<file path="src/rtl/lsu_pkg.sv">
// LSU shared definitions
package lsu_pkg;

   // *******************************************************************
   // Width types
   // *******************************************************************
   typedef logic [31:0]        lsu_addr_t;    // Byte address
   typedef logic [31:0]        lsu_word_t;    // Data word
   typedef logic signed [11:0] lsu_offset_t;  // Immediate offset from decode
   typedef logic [3:0]         lsu_byteen_t;  // One enable per byte lane

   // Memory map
   localparam lsu_addr_t DCCM_BASE = 32'hf004_0000;
   localparam lsu_addr_t DCCM_SIZE = 32'h0001_0000;  // 64 KB
   localparam lsu_addr_t PIC_BASE  = 32'hf00c_0000;
   localparam lsu_addr_t PIC_SIZE  = 32'h0000_8000;  // 32 KB

   localparam int DCCM_BITS      = 16;  // Byte address inside DCCM
   localparam int DCCM_WORD_BITS = 14;  // Word index inside DCCM

   typedef logic [DCCM_WORD_BITS-1:0] dccm_addr_t;

   // Access size, as encoded by decode
   typedef enum logic [1:0] {
      SZ_BYTE = 2'd0,
      SZ_HALF = 2'd1,
      SZ_WORD = 2'd2
   } lsu_size_e;

   // *******************************************************************
   // Packets
   // *******************************************************************
   typedef struct packed {
      logic      valid;   // Instruction is an LSU op
      logic      load;
      logic      store;
      lsu_size_e size;
      logic      unsign;  // Zero extend load data
   } lsu_pkt_t;

   typedef struct packed {
      logic in_dccm;
      logic in_pic;
      logic external;  // Neither window, faults here
   } lsu_region_t;

   // Everything that moves from d to m
   typedef struct packed {
      lsu_pkt_t    pkt;
      lsu_addr_t   addr;        // Effective address
      lsu_region_t region;
      logic        misaligned;
      logic        fault;       // Access fault, misalign excluded
      lsu_word_t   store_data;  // Unshifted rs2
   } lsu_stage_t;

   typedef struct packed {
      logic      exc_valid;
      logic      is_store;      // Store/AMO vs load exception cause
      logic      misaligned;
      logic      access_fault;
      lsu_addr_t addr;          // Goes to mtval
   } lsu_error_pkt_t;

endpackage
</file>
<file path="src/rtl/lsu_top.sv">
// Load store unit top
module lsu_top
   import lsu_pkg::*;
(
   input  logic           clk,
   input  logic           reset,

   // Request in d
   input  lsu_pkt_t       lsu_p,
   input  lsu_word_t      exu_lsu_rs1_d,     // Base
   input  lsu_word_t      exu_lsu_rs2_d,     // Store data
   input  lsu_offset_t    dec_lsu_offset_d,

   // DCCM ports
   output logic           dccm_rden,
   output dccm_addr_t     dccm_rd_addr,
   output logic           dccm_wren,
   output dccm_addr_t     dccm_wr_addr,
   output lsu_word_t      dccm_wr_data,
   output lsu_byteen_t    dccm_wr_byteen,
   input  lsu_word_t      dccm_rd_data,

   // PIC ports
   output logic           picm_rden,
   output lsu_addr_t      picm_rdaddr,
   output logic           picm_wren,
   output lsu_addr_t      picm_wraddr,
   output lsu_word_t      picm_wr_data,
   input  lsu_word_t      picm_rd_data,

   // Results in m
   output logic           lsu_result_valid_m,
   output lsu_word_t      lsu_result_m,
   output lsu_error_pkt_t lsu_error_pkt_m,
   output logic           lsu_idle_any
);

   lsu_stage_t stage_d;      // Decode to execute
   lsu_stage_t stage_m;      // Registered bundle
   lsu_word_t  load_word_m;  // Merged read word

   // *******************************************************************
   // Stages
   // *******************************************************************
   lsu_addr_decode addr_decode (
      .lsu_p, .exu_lsu_rs1_d, .exu_lsu_rs2_d, .dec_lsu_offset_d,
      .stage_d,
      .dccm_rden, .dccm_rd_addr, .picm_rden, .picm_rdaddr
   );

   lsu_dccm_ctl dccm_ctl (
      .clk, .reset, .stage_d,
      .dccm_rd_data, .picm_rd_data,
      .stage_m, .load_word_m,
      .dccm_wren, .dccm_wr_addr, .dccm_wr_data, .dccm_wr_byteen,
      .picm_wren, .picm_wraddr, .picm_wr_data
   );

   lsu_load_align load_align (
      .stage_m, .load_word_m,
      .lsu_result_valid_m, .lsu_result_m, .lsu_error_pkt_m, .lsu_idle_any
   );

endmodule

</file>
<file path="src/rtl/lsu_load_align.sv">
// LSU load result and exceptions
module lsu_load_align
   import lsu_pkg::*;
(
   input  lsu_stage_t     stage_m,             // Access now in m
   input  lsu_word_t      load_word_m,         // Word after forwarding merge
   output logic           lsu_result_valid_m,
   output lsu_word_t      lsu_result_m,
   output lsu_error_pkt_t lsu_error_pkt_m,
   output logic           lsu_idle_any         // Nothing in m
);

   lsu_word_t shifted;
   logic      sign_bit;
   logic      legal_m;

   // *******************************************************************
   // Data extraction
   // *******************************************************************
   assign shifted = load_word_m >> {stage_m.addr[1:0], 3'b000};  // Target lane to bit 0

   always_comb begin
      sign_bit = 1'b0;
      unique case (stage_m.pkt.size)
         SZ_BYTE: begin
            sign_bit     = ~stage_m.pkt.unsign & shifted[7];
            lsu_result_m = {{24{sign_bit}}, shifted[7:0]};
         end
         SZ_HALF: begin
            sign_bit     = ~stage_m.pkt.unsign & shifted[15];
            lsu_result_m = {{16{sign_bit}}, shifted[15:0]};
         end
         default: lsu_result_m = shifted;  // Word, aligned
      endcase
   end

   assign legal_m            = stage_m.pkt.valid & ~stage_m.misaligned & ~stage_m.fault;
   assign lsu_result_valid_m = legal_m & stage_m.pkt.load;

   // *******************************************************************
   // Exception packet
   // *******************************************************************
   assign lsu_error_pkt_m.exc_valid    = stage_m.pkt.valid & (stage_m.misaligned | stage_m.fault);
   assign lsu_error_pkt_m.is_store     = stage_m.pkt.store;
   assign lsu_error_pkt_m.misaligned   = stage_m.misaligned;
   assign lsu_error_pkt_m.access_fault = stage_m.fault;
   assign lsu_error_pkt_m.addr         = stage_m.addr;  // Faulting address

   assign lsu_idle_any = ~stage_m.pkt.valid;

   // Decode never flags a legal access
   always_comb begin
      assert final (!(lsu_result_valid_m && lsu_error_pkt_m.exc_valid))
         else $error("load result and exception valid together");
   end

endmodule

</file>
<file path="src/rtl/lsu_dccm_ctl.sv">
// LSU memory stage control
module lsu_dccm_ctl
   import lsu_pkg::*;
(
   input  logic        clk,
   input  logic        reset,
   input  lsu_stage_t  stage_d,         // From decode
   input  lsu_word_t   dccm_rd_data,    // One cycle after dccm_rden
   input  lsu_word_t   picm_rd_data,    // One cycle after picm_rden
   output lsu_stage_t  stage_m,
   output lsu_word_t   load_word_m,     // Selected and forwarded read word
   output logic        dccm_wren,
   output dccm_addr_t  dccm_wr_addr,
   output lsu_word_t   dccm_wr_data,
   output lsu_byteen_t dccm_wr_byteen,
   output logic        picm_wren,
   output lsu_addr_t   picm_wraddr,
   output lsu_word_t   picm_wr_data
);

   logic        legal_m;
   logic        fwd_hit_d;     // Store in m, load in d, same DCCM word
   logic        fwd_hit_m;
   lsu_word_t   fwd_data_m;    // Store lanes seen by the load now in m
   lsu_byteen_t fwd_byteen_m;
   lsu_byteen_t size_mask;
   lsu_word_t   store_lanes;
   lsu_word_t   rd_word;

   // d to m register, control fields cleared on reset
   always_ff @(posedge clk) begin
      stage_m <= stage_d;
      if (reset) begin
         stage_m.pkt        <= '0;
         stage_m.region     <= '0;
         stage_m.misaligned <= 1'b0;
         stage_m.fault      <= 1'b0;
      end
   end

   // *******************************************************************
   // Store path
   // *******************************************************************
   always_comb begin
      unique case (stage_m.pkt.size)
         SZ_BYTE: size_mask = 4'b0001;
         SZ_HALF: size_mask = 4'b0011;
         default: size_mask = 4'b1111;
      endcase
   end

   assign store_lanes = stage_m.store_data << {stage_m.addr[1:0], 3'b000};  // Data to its lanes
   assign legal_m     = stage_m.pkt.valid & ~stage_m.misaligned & ~stage_m.fault;

   assign dccm_wren      = legal_m & stage_m.pkt.store & stage_m.region.in_dccm;
   assign dccm_wr_addr   = stage_m.addr[DCCM_BITS-1:2];
   assign dccm_wr_data   = store_lanes;
   assign dccm_wr_byteen = size_mask << stage_m.addr[1:0];
   assign picm_wren      = legal_m & stage_m.pkt.store & stage_m.region.in_pic;
   assign picm_wraddr    = stage_m.addr;
   assign picm_wr_data   = store_lanes;  // Word only, no shift in effect

   // *******************************************************************
   // Store to load forwarding
   // *******************************************************************
   assign fwd_hit_d = dccm_wren & stage_d.pkt.valid & stage_d.pkt.load &
                      ~stage_d.misaligned & ~stage_d.fault & stage_d.region.in_dccm &
                      (stage_d.addr[DCCM_BITS-1:2] == stage_m.addr[DCCM_BITS-1:2]);

   always_ff @(posedge clk) begin
      if (reset) begin
         fwd_hit_m <= 1'b0;
      end else begin
         fwd_hit_m <= fwd_hit_d;
      end
   end

   always_ff @(posedge clk) begin
      fwd_data_m   <= store_lanes;
      fwd_byteen_m <= dccm_wr_byteen;
   end

   assign rd_word = stage_m.region.in_pic ? picm_rd_data : dccm_rd_data;  // Read source

   // Store bytes replace stale read bytes
   always_comb begin
      for (int i = 0; i < 4; i++) begin
         load_word_m[8*i +: 8] = (fwd_hit_m & fwd_byteen_m[i]) ? fwd_data_m[8*i +: 8]
                                                               : rd_word[8*i +: 8];
      end
   end

   // Illegal access in d never writes in m
   assert property (@(posedge clk) disable iff (reset)
      (stage_d.pkt.valid && (stage_d.misaligned || stage_d.fault)) |=>
         !(dccm_wren || picm_wren))
      else $error("write strobe on a misaligned or faulting access");

   assert property (@(posedge clk) disable iff (reset) $onehot0({dccm_wren, picm_wren}))
      else $error("dccm_wren and picm_wren both high");

endmodule

</file>
<file path="src/rtl/lsu_addr_decode.sv">
// LSU decode stage
module lsu_addr_decode
   import lsu_pkg::*;
(
   input  lsu_pkt_t    lsu_p,             // Control packet from decode
   input  lsu_word_t   exu_lsu_rs1_d,     // Base register
   input  lsu_word_t   exu_lsu_rs2_d,     // Store data
   input  lsu_offset_t dec_lsu_offset_d,  // Signed immediate
   output lsu_stage_t  stage_d,           // Bundle for the m stage
   output logic        dccm_rden,
   output dccm_addr_t  dccm_rd_addr,
   output logic        picm_rden,
   output lsu_addr_t   picm_rdaddr
);

   lsu_addr_t   offset_ext;
   lsu_addr_t   lsu_addr_d;
   lsu_region_t region_d;
   logic        access_d;
   logic        misaligned_d;
   logic        fault_d;
   logic        legal_load_d;

   // *******************************************************************
   // Address generation
   // *******************************************************************
   assign offset_ext = {{20{dec_lsu_offset_d[11]}}, dec_lsu_offset_d};  // Sign extend imm
   assign lsu_addr_d = exu_lsu_rs1_d + offset_ext;

   // Window compare, unsigned difference wraps for addresses below base
   assign region_d.in_dccm  = (lsu_addr_d - DCCM_BASE) < DCCM_SIZE;
   assign region_d.in_pic   = (lsu_addr_d - PIC_BASE) < PIC_SIZE;
   assign region_d.external = ~region_d.in_dccm & ~region_d.in_pic;

   assign access_d = lsu_p.valid & (lsu_p.load | lsu_p.store);

   // Natural alignment per size
   always_comb begin
      unique case (lsu_p.size)
         SZ_HALF: misaligned_d = access_d & lsu_addr_d[0];
         SZ_WORD: misaligned_d = access_d & (|lsu_addr_d[1:0]);
         default: misaligned_d = 1'b0;  // Bytes always aligned
      endcase
   end

   // Misalign wins over fault, PIC only takes words
   assign fault_d = access_d & ~misaligned_d &
                    (region_d.external | (region_d.in_pic & (lsu_p.size != SZ_WORD)));

   assign legal_load_d = access_d & lsu_p.load & ~misaligned_d & ~fault_d;

   // *******************************************************************
   // Read strobes, issued in d
   // *******************************************************************
   assign dccm_rden    = legal_load_d & region_d.in_dccm;
   assign dccm_rd_addr = lsu_addr_d[DCCM_BITS-1:2];  // Word index
   assign picm_rden    = legal_load_d & region_d.in_pic;
   assign picm_rdaddr  = lsu_addr_d;                 // PIC takes the full address

   // Bundle to m
   assign stage_d.pkt        = lsu_p;
   assign stage_d.addr       = lsu_addr_d;
   assign stage_d.region     = region_d;
   assign stage_d.misaligned = misaligned_d;
   assign stage_d.fault      = fault_d;
   assign stage_d.store_data = exu_lsu_rs2_d;

   // Windows must not overlap
   always_comb begin
      assert final (!(dccm_rden && picm_rden))
         else $error("dccm_rden and picm_rden both high");
   end

endmodule

</file>
<file path="config.mk">
export PLATFORM = sky130hd
export DESIGN_NAME = lsu_top
export DESIGN_NICKNAME = d
export VERILOG_FILES = /design/src/rtl/lsu_pkg.sv /design/src/rtl/lsu_top.sv /design/src/rtl/lsu_load_align.sv /design/src/rtl/lsu_dccm_ctl.sv /design/src/rtl/lsu_addr_decode.sv
export SDC_FILE = /design/constraint.sdc
export NUM_CORES = 1
export LEC_CHECK = 0
export BUFFER_PORTS_ARGS = -buffer_cell sky130_fd_sc_hd__buf_2
export CAP_MARGIN = 25
export CORE_AREA = 3 3 146 148
export CTS_CLUSTER_DIAMETER = 60
export DETAILED_ROUTE_END_ITERATION = 8
export DIE_AREA = 0 0 149 151
export HOLD_SLACK_MARGIN = 0.02
export PLACE_DENSITY_LB_ADDON = 0.25
export SYNTH_ARGS = -nofsm -noshare
export SYNTH_HDL_FRONTEND = slang
export SYNTH_SLANG_ARGS = --single-unit
</file>
<file path="constraint.sdc">
create_clock -name clk -period 6.4 [get_ports clk]
set_clock_uncertainty 0.2 [all_clocks]
set_input_delay 0.32 -clock clk [delete_from_list [all_inputs] [get_ports clk]]
set_output_delay 0.32 -clock clk [all_outputs]
set_load 0.03 [all_outputs]
</file>
---- After elaboration in Yosys (flattened, before gate mapping) ----
Cells that the tools add are included.
cells by class
  order comparisons ....................... 2
  bitwise logic cells ..................... 42
  shift-type cells ........................ 3
  $add $sub $neg .......................... 3
  multiplexer cells ....................... 8
  equality and inequality tests ........... 5
  reduce and logical (&&, ||, !) cells .... 2
operator list
  operator                                                      count
  case mux 32 bit (2 select lines)                              1
  subtractor 32 bit, second input constant                      2
  adder 32 bit                                                  1
  less-than comparator 32 x 16 -> 1 bit, second input constant  1
  less-than comparator 32 x 17 -> 1 bit, second input constant  1
  2-to-1 mux 32 bit                                             1
  2-to-1 mux 8 bit                                              4
  << shifter 32 x 5 -> 32 bit                                   1
  >> shifter 32 x 5 -> 32 bit                                   1
  AND 1 bit                                                     31
  == test 14 bit                                                1
  NOT 1 bit                                                     8
  case mux 4 bit (2 select lines)                               1
  == test 2 x 1 -> 1 bit, second input constant                 2
  << shifter 4 x 2 -> 4 bit                                     1
  OR 1 bit                                                      3
  == test 2 bit, second input constant                          1
  logical NOT 2 bit                                             1
  inequality test 2 bit, second input constant                  1
  case mux 1 bit (2 select lines)                               1
  OR reduction 2 bit                                            1
storage, ports and cells
  output and inout bits ................... 234
  bits in registers ....................... 111
  word-level logic and storage cells ...... 79
  bits of input ports ..................... 148

---- Logic depth before layout (Yosys ltp) ----
Gate-level depths: netlist of run 1.
  word-level depth ........................ 11
  mapped depth ............................ 15

---- Hierarchy ----
From an unflattened synthesis of run 1, not the netlist that was laid out.
second synthesis, totals
  cells, all modules ...................... 947
  area, all modules ....................... 8122.8 µm²
modules (own cells, without submodules)
  module           instances  cells each  area each (µm²)
  lsu_dccm_ctl     1          428         4372.9
  lsu_addr_decode  1          377         2701.3
  lsu_load_align   1          142         1048.5

---- Least setup slack after synthesis of run 1 ----
OpenSTA, ideal clock, no wires.
  path type ............................... in2out
  from .................................... input exu_lsu_rs1_d[0]
  to ...................................... output picm_rden
  data required time ...................... 5.880 ns
  buffers on the path ..................... 1
  stages on the path ...................... 14
  path slack .............................. 2.373 ns
  data arrival time ....................... 3.507 ns
  cell sequence ........................... ha_1 inv_1 fa_1 and2b_1 o2111ai_2 a21oi_2 or4_1 and4_1 buf_2 a21oi_2 nand4_1 or4b_4 a2111oi_4 o2111a_1
RTL lines
  item                line           RTL
  start: declaration  lsu_top.sv:10  input lsu_word_t exu_lsu_rs1_d,
  end: declaration    lsu_top.sv:24  output logic picm_rden,

---- Final worst setup path of run 1 ----
  from .................................... input dec_lsu_offset_d[11]
  to ...................................... output dccm_rden
on the way
  cells in the longest elaborated chain, start to end .. 10
  elaborated cells on any way between the ends .. 14
  classes of those cells .................. add/sub (3); order compare (2); bitwise (9)
ends and longest elaborated chain
  item                                                                                            line                                          RTL
  start: declaration                                                                              lsu_top.sv:12                                 input lsu_offset_t dec_lsu_offset_d,
  adder 32 bit *                                                                                  lsu_addr_decode.sv:28                         assign lsu_addr_d = exu_lsu_rs1_d + offset_ext;
  subtractor 32 bit, on equally long branches                                                     lsu_addr_decode.sv:31, lsu_addr_decode.sv:32
  less-than comparator 32 x 17 -> 1 bit or less-than comparator 32 x 16 -> 1 bit (tied branches)  lsu_addr_decode.sv:31, lsu_addr_decode.sv:32
  NOT 1 bit                                                                                       lsu_addr_decode.sv:33                         assign region_d.external = ~region_d.in_dccm & ~region_d.in_pic;
  AND 1 bit                                                                                       lsu_addr_decode.sv:33
  OR 1 bit                                                                                        lsu_addr_decode.sv:48                         (region_d.external | (region_d.in_pic & (lsu_p.size != SZ_WORD)));
  AND 1 bit                                                                                       lsu_addr_decode.sv:47                         assign fault_d = access_d & ~misaligned_d &
  NOT 1 bit                                                                                       lsu_addr_decode.sv:50                         assign legal_load_d = access_d & lsu_p.load & ~misaligned_d & ~fault_d;
  AND 1 bit                                                                                       lsu_addr_decode.sv:50
  AND 1 bit *                                                                                     lsu_addr_decode.sv:55                         assign dccm_rden = legal_load_d & region_d.in_dccm;
  end: declaration                                                                                lsu_top.sv:15                                 output logic dccm_rden,
Every way passes the cells marked *; elsewhere a longest branch is shown, timed or not.

==> impl_metrics.json, run 1 <==
{
  "layout_setup_ws_ns": 1.425,
  "n_fill_cell": 2013,
  "postRouteAntennaNets": 0,
  "grt_setup_unrepaired": "false",
  "worstSetupStartpointType": "input port",
  "synth_sequential_area_ratio_pct": 27.76,
  "post_synth_and_or_nand_nor_area_fraction_pct": 15.57,
  "finalHoldViolCount": 0,
  "final_layout_size_suffix_gt1_share_pct": 36.89,
  "num_vias": 7415,
  "routed_via_density": 5.051,
  "critPathCaptureType": "output port",
  "io_buffer_count": 381,
  "reg2reg_from": "dccm_ctl.picm_wraddr[0]$_DFF_P_",
  "post_synth_fa_ha_maj_area_fraction_pct": 5.252,
  "power.density_cell_area_mw_per_mm2": 298.0,
  "clock-sinks": 111,
  "post_synthesis_async_set_or_reset_flop_share_pct": 0,
  "power_leakage_nw": 4.477,
  "syn_area_sq_mm": 0.008005,
  "cp_cell_sequence": "buf_2 -> ha_1 -> and4_1 -> nand3_1 -> a2111oi_0 -> nor2_1 -> o311ai_2 -> nor2b_1 -> o211ai_1 -> a2111oi_4 -> and2_1 -> buf_2",
  "clkLatencyLatePin_ns": 0.35,
  "hold_end": "dccm_ctl.stage_m[74]$_SDFF_PP0_",
  "preCtsSetupSlack_ns": 1.481,
  "grt.overflow.total": 0,
  "synth_compound_area_share_pct": 19.71,
  "die_ar_sq_mm": 0.02250,
  "critical_path.max_fanout": 21,
  "hold_path_depth": 2,
  "synth_top_family_by_area": "compound AO/OA/AOI/OAI gates",
  "initial_utilization_pct": 39.69,
  "max_cap_viol_count": 0,
  "worst_pin_slew_ns": 0.9835,
  "worstRegToRegCells": 4,
  "timing.final.max_slew_violations": 0,
  "synth_xor_xnor_area_share_pct": 4.048,
  "place_congestion": 0.9345,
  "layout.nets": 1375,
  "outcome": "completed",
  "ys_dominant_reg_cell": "sky130_fd_sc_hd__dfxtp_1",
  "final_cell_mix": "sky130_fd_sc_hd__buf_2, sky130_fd_sc_hd__dfxtp_1, sky130_fd_sc_hd__nand2_1",
  "maxSlewHeadroom_pct": 34.43,
  "register_area_sq_mm": 0.002226,
  "fmax_mhz": 201.0,
  "number_of_cts_inserted_buffers": 9,
  "areaGrowthSynthToFinish_pct": 19.12,
  "worst_hold_path_type": "input port to flip-flop",
  "fp.coreArea_sq_mm": 0.02017,
  "drt_first_pass_iters": 5,
  "die_width_um": 149,
  "clock_tree.root_cell": "sky130_fd_sc_hd__clkbuf_16",
  "grt_use_total_pct": 22.24,
  "cts.htree.levels": 3,
  "remaining_drc_errors": 0,
  "critPathMostFrequentCell": "sky130_fd_sc_hd__buf_2",
  "syn_avg_cell_area_sq_um": 8.278,
  "tns_setup_ns": 0,
  "max_stage_delay_ns": 0.69,
  "grt_max_degree": 68,
  "critPathRequiredTime_ns": 5.88,
  "worst_ep_arrival_time_ns": 4.45,
  "grt_antenna_before_repair": 0,
  "routed_wl_mm": 26.75,
  "critPathTopFamily": "compound AO/OA/AOI/OAI gates",
  "dpl.hpwl_mm": 21.99,
  "multiInputGateArea_sq_mm": 0.004340,
  "final_min_period_over_clock_period_pct": 77.73,
  "first_pass_grt_wire_length_mm": 38.96,
  "first_global_vias": 6698,
  "cts-root-to-sink-buffers": 2,
  "clk_pin_slew_worst_paths_ns": 0.07,
  "wp_buf_inv": 2,
  "routed_wire_length_per_instance_um": 18.22,
  "period_needed_ns": 4.975,
  "die_height_um": 151,
  "post_synth_inst_count": 967,
  "count_of_flip_flops_with_a_built_in_enable_after_synthesis": 0,
  "finalSetupViolCount": 0,
  "worst_ir_drop_vdd_uv": 163.9,
  "critical_path.slowest_cell": "sky130_fd_sc_hd__a2111oi_0",
  "synth.lib_cells_used.distinct": 71,
  "boundaryPins": 382,
  "rows": 52,
  "yosysWarnings": 0,
  "r2r_setup_slack_ns": 4.02,
  "syn-num-nets": 1148,
  "hold_path_startpoint": "lsu_p[5]",
  "critPathKind": "input port to output port",
  "synth-seq-cells": 111,
  "detail_route.iter0.violations": 394,
  "destination_of_the_worst_register_to_register_timing_path": "dccm_ctl.fwd_data_m[20]$_DFF_P_",
  "tritoncts": "yes",
  "synth.mux.area_fraction_pct": 9.644,
  "holdWs_ns": 0.04631,
  "antenna_cells_inserted": 0,
  "leading_cell_type_in_the_layout_fill_and_taps_excluded": "sky130_fd_sc_hd__buf_2"
}
## where the power goes
group	switching, mW	leakage, nW	total (mW)	internal, mW
Sequential	0.0609	0.932	0.843	0.782
Clock	0.273	0.131	0.541	0.269
Combinational	1.03	3.41	1.46	0.424
## logic make-up after synthesis
| family | count (synthesis) |
|---|---|
| compound gates | 240 |
| xor+xnor | 37 |
| fa+ha+maj | 33 |
| buf+inv | 218 |
| flops | 111 |
| mux | 75 |
| simple gates | 253 |
## flip-flops by register name, summed over array words and instances, names as in the netlist
name / count
dccm_ctl.stage_m: 42
dccm_ctl.fwd_data_m: 32
dccm_ctl.picm_wraddr: 32
dccm_ctl.fwd_byteen_m: 4
dccm_ctl.fwd_hit_m: 1
## metal layers
layer / vias up / track usage (%) / routed length (um)
li1: 3717 / - / -
met5: - / 0 / 0
met2: 251 / 36.41 / 12590
met1: 3427 / 31.51 / 12420
met3: 20 / 2.992 / 1509
met4: 0 / 4.485 / 234
## timing repair
item	in CTS	in global routing
hold endpoints to repair	37	0
hold buffers	37	0
resized for setup	0	0
setup buffers	0	0
## stage by stage
| stage | instances | area (sq um) | utilization (%) | power (mW) |
|---|---|---|---|---|
| after floorplan | 967 | 8005 | - | 2.103 |
| after global placement | 1416 | 8882 | 44.04 | 2.297 |
| after detailed placement | 1416 | 8882 | 44.04 | 2.294 |
| after CTS | 1468 | 9535 | 47.28 | 2.855 |
| after global routing | 1468 | 9535 | 47.28 | 2.981 |
| final | 1468 | 9535 | 47.28 | 2.842 |
## layout make-up
type / instances / area share [%]
clock inverter: 6 / 0.6036
tap: 270 / 3.543
sequential: 111 / 23.34
timing repair buffer: 421 / 24.12
multi-input combinational: 638 / 45.52
clock buffer: 9 / 2.362
inverter: 13 / 0.5117
## cells in the mapped netlist (3+ instances only)
| master | count | area share (%) |
|---|---|---|
| sky130_fd_sc_hd__a211oi_1 | 17 | 1.6 |
| sky130_fd_sc_hd__a21boi_0 | 3 | 0.28 |
| sky130_fd_sc_hd__a21o_1 | 9 | 0.84 |
| sky130_fd_sc_hd__a21oi_1 | 48 | 3.0 |
| sky130_fd_sc_hd__a21oi_2 | 8 | 0.88 |
| sky130_fd_sc_hd__a31oi_1 | 3 | 0.23 |
| sky130_fd_sc_hd__a41oi_1 | 3 | 0.33 |
| sky130_fd_sc_hd__and2_1 | 13 | 1.0 |
| sky130_fd_sc_hd__and3_1 | 8 | 0.63 |
| sky130_fd_sc_hd__and4_1 | 5 | 0.55 |
| sky130_fd_sc_hd__buf_1 | 10 | 0.47 |
| sky130_fd_sc_hd__buf_2 | 10 | 0.63 |
| sky130_fd_sc_hd__buf_4 | 159 | 15 |
| sky130_fd_sc_hd__clkbuf_1 | 24 | 1.1 |
| sky130_fd_sc_hd__dfxtp_1 | 111 | 28 |
| sky130_fd_sc_hd__ha_1 | 32 | 5.0 |
| sky130_fd_sc_hd__inv_1 | 13 | 0.61 |
| sky130_fd_sc_hd__mux2_2 | 17 | 2.4 |
| sky130_fd_sc_hd__mux2i_1 | 58 | 7.3 |
| sky130_fd_sc_hd__nand2_1 | 85 | 4.0 |
| sky130_fd_sc_hd__nand2b_1 | 5 | 0.39 |
| sky130_fd_sc_hd__nand3_1 | 7 | 0.44 |
| sky130_fd_sc_hd__nand3b_1 | 3 | 0.28 |
| sky130_fd_sc_hd__nand4_1 | 9 | 0.70 |
| sky130_fd_sc_hd__nor2_1 | 57 | 2.7 |
| sky130_fd_sc_hd__nor2b_1 | 21 | 1.6 |
| sky130_fd_sc_hd__nor3_1 | 16 | 1.0 |
| sky130_fd_sc_hd__nor4_1 | 7 | 0.55 |
| sky130_fd_sc_hd__o211ai_1 | 5 | 0.47 |
| sky130_fd_sc_hd__o21a_1 | 16 | 1.5 |
| sky130_fd_sc_hd__o21ai_0 | 81 | 5.1 |
| sky130_fd_sc_hd__o21ai_1 | 9 | 0.56 |
| sky130_fd_sc_hd__o22a_1 | 7 | 0.77 |
| sky130_fd_sc_hd__or2_2 | 3 | 0.23 |
| sky130_fd_sc_hd__or3_1 | 3 | 0.23 |
| sky130_fd_sc_hd__xnor2_1 | 20 | 2.2 |
| sky130_fd_sc_hd__xor2_1 | 17 | 1.9 |
## how the worst max path moves through the flow
stage / startpoint / end / slack, ns / cells after the start
floorplan: exu_lsu_rs1_d[0] / picm_rden / 2.37 / 14
global route: exu_lsu_rs1_d[0] / dccm_rden / 1.16 / 15
detailed placement: dec_lsu_offset_d[11] / dccm_rden / 1.48 / 12
global placement: dec_lsu_offset_d[11] / picm_rden / 1.46 / 12
finish: dec_lsu_offset_d[11] / dccm_rden / 1.43 / 12
CTS: dec_lsu_offset_d[11] / dccm_rden / 1.48 / 12
Power figures use the tool's default switching activity.
==> run 2, diff against run 1 <==
- ABC_AREA: unset -> 1
- CORE_AREA: 3 3 146 148 -> 3 3 148 150
- DIE_AREA: 0 0 149 151 -> 0 0 151 153
- clock period: 6.4 -> 4.8 ns (I/O delays scaled with it)
==> impl_metrics.json, run 2 <==
{
  "outcome": "completed",
  "hold_path_depth": 3,
  "tns_setup_ns": 0,
  "synth_xor_xnor_area_share_pct": 2.737,
  "critPathCaptureType": "output port",
  "die_ar_sq_mm": 0.02310,
  "drt_first_pass_iters": 7,
  "synth_sequential_area_ratio_pct": 26.71,
  "critPathRequiredTime_ns": 4.36,
  "areaGrowthSynthToFinish_pct": 21.52,
  "layout.nets": 1720,
  "synth_compound_area_share_pct": 10.86,
  "dp_cells": 1756,
  "dpl.hpwl_mm": 25.16,
  "critical_path.max_fanout": 4,
  "final_min_period_over_clock_period_pct": 91.20,
  "worstSetupStartpointType": "input port",
  "clock_tree.root_cell": "sky130_fd_sc_hd__clkbuf_16",
  "detail_route.iter0.violations": 719,
  "remaining_drc_errors": 0,
  "leading_cell_type_in_the_layout_fill_and_taps_excluded": "sky130_fd_sc_hd__buf_2",
  "rows": 53,
  "clk_pin_slew_worst_paths_ns": 0.07,
  "grt_antenna_before_repair": 1,
  "critPathKind": "input port to output port",
  "synth.lib_cells_used.distinct": 42,
  "final_layout_size_suffix_gt1_share_pct": 29.92,
  "post_synth_inst_count": 1279,
  "dpl-instance-area_sq_mm": 0.009330,
  "top_register": "dccm_ctl.stage_m",
  "routed_wl_mm": 30.66,
  "post_synth_and_or_nand_nor_area_fraction_pct": 30.92,
  "cts-root-to-sink-buffers": 2,
  "power_leakage_nw": 5.673,
  "routed_via_density": 4.864,
  "die_height_um": 153,
  "intPower_mw": 1.943,
  "timing.final.max_slew_violations": 0,
  "postRouteAntennaNets": 0,
  "first_pass_grt_wire_length_mm": 45.26,
  "finish.utilization_pct": 48.56,
  "synth_commonest_cells": "sky130_fd_sc_hd__nand2_1, sky130_fd_sc_hd__inv_1, sky130_fd_sc_hd__buf_4, sky130_fd_sc_hd__dfxtp_1, sky130_fd_sc_hd__nor2_1",
  "boundaryPins": 382,
  "grt.overflow.total": 0,
  "syn_area_sq_mm": 0.008320,
  "ys_dominant_reg_cell": "sky130_fd_sc_hd__dfxtp_1",
  "worst_ep_arrival_time_ns": 3.94,
  "clkLatencyLatePin_ns": 0.36,
  "grt_setup_unrepaired": "false",
  "final_cell_mix": "sky130_fd_sc_hd__buf_2, sky130_fd_sc_hd__nand2_1, sky130_fd_sc_hd__inv_1",
  "synth_top_area_cell": "sky130_fd_sc_hd__dfxtp_1",
  "worst_ir_drop_vdd_uv": 231.9,
  "count_of_flip_flops_with_a_built_in_enable_after_synthesis": 0,
  "grt_use_total_pct": 25.31,
  "synth_top_area_share_pct": 26.71,
  "synth_most_common_cell": "sky130_fd_sc_hd__nand2_1",
  "power.density_cell_area_mw_per_mm2": 383.1,
  "synth_top_family_by_area": "simple AND/OR/NAND/NOR gates",
  "net-switching-power_mw": 1.931,
  "holdWs_ns": 0.1604,
  "yosysWarnings": 0,
  "fp.coreArea_sq_mm": 0.02082,
  "synth.mux.area_fraction_pct": 0.4812,
  "r2r_setup_slack_ns": 1.90,
  "number_of_cts_inserted_buffers": 9,
  "cts.htree.levels": 3,
  "place_congestion": 0.9570,
  "first_global_vias": 8033,
  "period_needed_ns": 4.378,
  "total_power_mw": 3.874,
  "max_cap_viol_count": 0,
  "largest_register_ffs": 42,
  "hold_path_startpoint": "dec_lsu_offset_d[5]",
  "syn-num-nets": 1460,
  "sw_frac_of_total_pct": 49.84,
  "finalSetupViolCount": 0,
  "worst_pin_slew_ns": 0.8697,
  "synth-seq-cells": 111,
  "maxSlewHeadroom_pct": 41.41,
  "reg2reg_from": "dccm_ctl.picm_wraddr[1]$_DFF_P_",
  "destination_of_the_worst_register_to_register_timing_path": "dccm_ctl.fwd_data_m[23]$_DFF_P_",
  "combPwrFrac_pct": 51.8,
  "hold_end": "dccm_ctl.picm_wraddr[5]$_DFF_P_",
  "critPathMostFrequentCell": "sky130_fd_sc_hd__nand2_1",
  "worstRegToRegCells": 4,
  "post_synthesis_async_set_or_reset_flop_share_pct": 0,
  "grt_max_degree": 34,
  "layout_setup_ws_ns": 0.4222,
  "syn_avg_cell_area_sq_um": 6.505,
  "clk_pwr_share_pct": 19.3,
  "yosys-top-cells-area": "sky130_fd_sc_hd__dfxtp_1, sky130_fd_sc_hd__nand2_1, sky130_fd_sc_hd__buf_4",
  "fmax_mhz": 228.4,
  "final_cell_area_sq_mm": 0.01011,
  "initial_utilization_pct": 39.96,
  "number_of_standard_cells_in_the_final_layout_excluding_fillers": 1820,
  "num_vias": 8852,
  "clock-sinks": 111,
  "n_fill_cell": 2165,
  "max_stage_delay_ns": 0.52,
  "die_width_um": 151,
  "critical_path.slowest_cell": "sky130_fd_sc_hd__dlygate4sd3_1",
  "post_synth_fa_ha_maj_area_fraction_pct": 5.053,
  "tritoncts": "yes",
  "power.sequential.fraction_pct": 28.9,
  "worst_hold_path_type": "input port to flip-flop",
  "routed_wire_length_per_instance_um": 16.85,
  "io_buffer_count": 381,
  "preCtsSetupSlack_ns": 0.7747,
  "finalHoldViolCount": 0
}
run 2: final cells by class:
type | count | area, sq um | share of cell area [%]
timing repair buffer | 435 | 2432 | 24.06
clock inverter | 7 | 70.07 | 0.6930
antenna | 1 | 2.502 | 0.02475
sequential | 111 | 2222 | 21.98
multi-input combinational | 812 | 4177 | 41.31
inverter | 170 | 638.1 | 6.311
tap | 275 | 344.1 | 3.403
clock buffer | 9 | 225.2 | 2.227
run 2: metal layers:
metal  wire length, um  track usage (%)  vias to the layer above
met5                 0                0                        -
met4               724            6.649                        0
met3              2626            5.070                       48
met2             13590            40.09                      426
met1             13710            35.12                     3965
li1                  -                -                     4413
run 2: timing repair:
item	4_1_cts	5_1_grt
hold endpoints to repair	42	0
endpoints found under the setup margin	0	2
hold buffers	47	0
setup buffers	0	0
gates resized for setup	0	6
run 2: cells by family (layout without fill, tap and decap cells):
group | after synthesis | after routing
and+or+nand+nor | 595 | 595
buffers and inverters | 356 | 621
AOI/OAI and AO/OA | 154 | 154
DFF | 111 | 111
adders and majority gates | 33 | 33
xor gates and xnor gates | 26 | 26
muxes | 4 | 4
other | 0 | 1
run 2: worst max-delay path: cells and delay by family:
kind | cells | cell delay (ns)
buffers and inverters | 5 | 1.03
AND/OR/NAND/NOR | 20 | 2.03
adder cells (fa/ha/maj) | 2 | 0.63
run 2: worst max-delay path by stage:
stage | end | start | slack, ns | cells after the start
after global placement | dccm_rden | exu_lsu_rs1_d[0] | 0.75 | 26
after floorplan | dccm_rden | exu_lsu_rs1_d[0] | 1.59 | 24
after CTS | dccm_rden | dec_lsu_offset_d[0] | 0.22 | 27
final | dccm_rden | dec_lsu_offset_d[0] | 0.42 | 27
after global routing | dccm_rden | dec_lsu_offset_d[0] | 0.03 | 27
after detailed placement | dccm_rden | exu_lsu_rs1_d[0] | 0.77 | 26
run 2: power groups by stage:
| stage | clock network (mW) | registers, mW | logic (mW) |
|---|---|---|---|
| final | 0.748 | 1.12 | 2.01 |
| after global routing | 0.802 | 1.14 | 2.14 |
| after CTS | 0.765 | 1.12 | 2.00 |
| after detailed placement | 0 | 1.14 | 1.96 |
| after global placement | 0 | 1.14 | 1.96 |
| after floorplan | 0 | 1.11 | 1.68 |
==> run 3, diff against run 2 <==
--- a/config.mk
+++ b/config.mk
@@ -6,11 +6,10 @@
 export NUM_CORES = 1
 export LEC_CHECK = 0
-export ABC_AREA = 1
 export BUFFER_PORTS_ARGS = -buffer_cell sky130_fd_sc_hd__buf_2
 export CAP_MARGIN = 25
-export CORE_AREA = 3 3 148 150
+export CORE_AREA = 3 3 146 148
 export CTS_CLUSTER_DIAMETER = 60
 export DETAILED_ROUTE_END_ITERATION = 8
-export DIE_AREA = 0 0 151 153
+export DIE_AREA = 0 0 149 151
 export HOLD_SLACK_MARGIN = 0.02
 export PLACE_DENSITY_LB_ADDON = 0.25
==> constraint.sdc (replaced) <==
create_clock -name clk -period 4.8 [get_ports clk]
set_clock_uncertainty 0.2 [all_clocks]
set_input_delay 0.48 -clock clk [delete_from_list [all_inputs] [get_ports clk]]
set_output_delay 0.48 -clock clk [all_outputs]
set_load 0.03 [all_outputs]
==> impl_metrics.json, run 3 (same netlist as run 1, synthesis figures left out) <==
{
  "finalSetupViolCount": 2,
  "grt_use_total_pct": 22.48,
  "max_stage_delay_ns": 0.58,
  "routed_wl_mm": 27.36,
  "power_leakage_nw": 4.771,
  "routed_wire_length_per_instance_um": 17.97,
  "place_congestion": 0.8977,
  "maxSlewHeadroom_pct": 38.07,
  "num_vias": 7667,
  "period_needed_ns": 4.837,
  "areaGrowthSynthToFinish_pct": 26.01,
  "worst_ir_drop_vdd_uv": 213.9,
  "die_width_um": 149,
  "routed_via_density": 5.037,
  "grt_antenna_before_repair": 0,
  "timing.final.max_slew_violations": 0,
  "top_register": "dccm_ctl.stage_m",
  "grt_setup_unrepaired": "true",
  "remaining_drc_errors": 0,
  "preCtsSetupSlack_ns": -0.05965,
  "cts-root-to-sink-buffers": 2,
  "dpl.hpwl_mm": 22.52,
  "layout_setup_ws_ns": -0.03749,
  "cp_cell_sequence": "buf_6 -> ha_4 -> inv_2 -> fa_2 -> and2b_1 -> o2111ai_2 -> buf_4 -> a21oi_4 -> or4_1 -> and4_4 -> a21oi_2 -> nand4_1 -> or4b_4 -> a2111oi_4 -> buf_4 -> o2111a_1 -> buf_6",
  "failed_checks": "negative setup slack",
  "first_global_vias": 7024,
  "clkLatencyLatePin_ns": 0.35,
  "antenna_cells_inserted": 0,
  "number_of_cts_inserted_buffers": 9,
  "rows": 52,
  "grt_max_degree": 41,
  "power.density_cell_area_mw_per_mm2": 387.3,
  "fp.coreArea_sq_mm": 0.02017,
  "holdWs_ns": 0.04145,
  "detail_route.iter0.violations": 378,
  "busiest_layer": "met2",
  "largest_register_ffs": 42,
  "final_layout_size_suffix_gt1_share_pct": 42.73,
  "io_buffer_count": 381,
  "cts.htree.levels": 3,
  "clock-sinks": 111,
  "postRouteAntennaNets": 0,
  "initial_utilization_pct": 39.69,
  "gr-usage-met1_pct": 31.94,
  "grtUsageMet2_pct": 37.29,
  "worstSetupStartpointType": "input port",
  "finalHoldViolCount": 0,
  "leading_cell_type_in_the_layout_fill_and_taps_excluded": "sky130_fd_sc_hd__buf_2",
  "worst_hold_path_type": "input port to flip-flop",
  "fmax_mhz": 206.7,
  "max_cap_viol_count": 0,
  "layout.nets": 1429,
  "critical_path.max_fanout": 4,
  "final_min_period_over_clock_period_pct": 100.8,
  "gr-usage-met3_pct": 2.633,
  "cp_num_cells": 17,
  "boundaryPins": 382,
  "critical_path.slowest_cell": "sky130_fd_sc_hd__or4b_4",
  "final_cell_area_sq_mm": 0.01009,
  "hold_path_depth": 1,
  "grt.overflow.total": 0,
  "first_pass_grt_wire_length_mm": 39.77,
  "clock_tree.root_cell": "sky130_fd_sc_hd__clkbuf_16",
  "worst_pin_slew_ns": 0.9249,
  "critPathRequiredTime_ns": 4.12,
  "worst_ep_arrival_time_ns": 4.16,
  "worstRegToRegCells": 3,
  "final_cell_mix": "sky130_fd_sc_hd__buf_2, sky130_fd_sc_hd__dfxtp_1, sky130_fd_sc_hd__nand2_1",
  "die_height_um": 151,
  "die_ar_sq_mm": 0.02250,
  "clk_pin_slew_worst_paths_ns": 0.07,
  "drt_first_pass_iters": 5,
  "wp_buf_inv": 5,
  "outcome": "finished, violations left",
  "critPathKind": "input port to output port",
  "dpl-instance-area_sq_mm": 0.009378,
  "tritoncts": "yes",
  "critPathTopFamily": "simple AND/OR/NAND/NOR gates",
  "critPathCaptureType": "output port"
}
[run 3: final timing paths]
check	from	to	slack, ns
setup / recovery	dec_lsu_offset_d[0]	picm_rden	-0.04
setup reg to reg	dccm_ctl.picm_wraddr[1]$_DFF_P_	dccm_ctl.fwd_data_m[20]$_DFF_P_	2.42
hold reg to reg	dccm_ctl.stage_m[3]$_DFF_P_	dccm_ctl.fwd_data_m[3]$_DFF_P_	0.34
hold / removal	exu_lsu_rs2_d[6]	dccm_ctl.stage_m[6]$_DFF_P_	0.04
[run 3: where the power goes]
part           switching [mW]  internal (mW)  leakage (nW)
Sequential             0.0998           1.04         0.932
Clock                   0.369          0.358         0.131
Combinational            1.39          0.646          3.71
Total                    1.86           2.05          4.77
[run 3: metal layers]
metal	part of all wire, %	up-vias
met5	0	-
li1	-	3812
met3	5.8	20
met2	47	276
met1	46	3559
met4	0.81	0
[run 3: metrics by stage]
stage	util [%]	instances	setup TNS [ns]	power, mW
floorplan	-	967	0	2.804
global placement	46.50	1482	0	3.145
detailed placement	46.50	1482	-0.1021	3.147
CTS	48.98	1518	0	3.892
global route	50.01	1522	-0.2933	4.109
finish	50.01	1522	-0.04807	3.906
[run 3: what timing repair did]
item	CTS	global route
hold buffers	21	0
gates resized for setup	3	39
hold endpoints to repair	21	0
endpoints found under the setup margin	2	2
pin swaps	1	14
setup buffers	0	4
[run 3: cell type report]
cell class,count,area (sq um)
well taps,270,337.8
repair buffers,475,2693
clock buffers,9,225.2
fillers,2002,10080
flip-flops and latches,111,2226
multi-input cells,638,4499
inverters,13,48.80
clock inverters,6,57.56
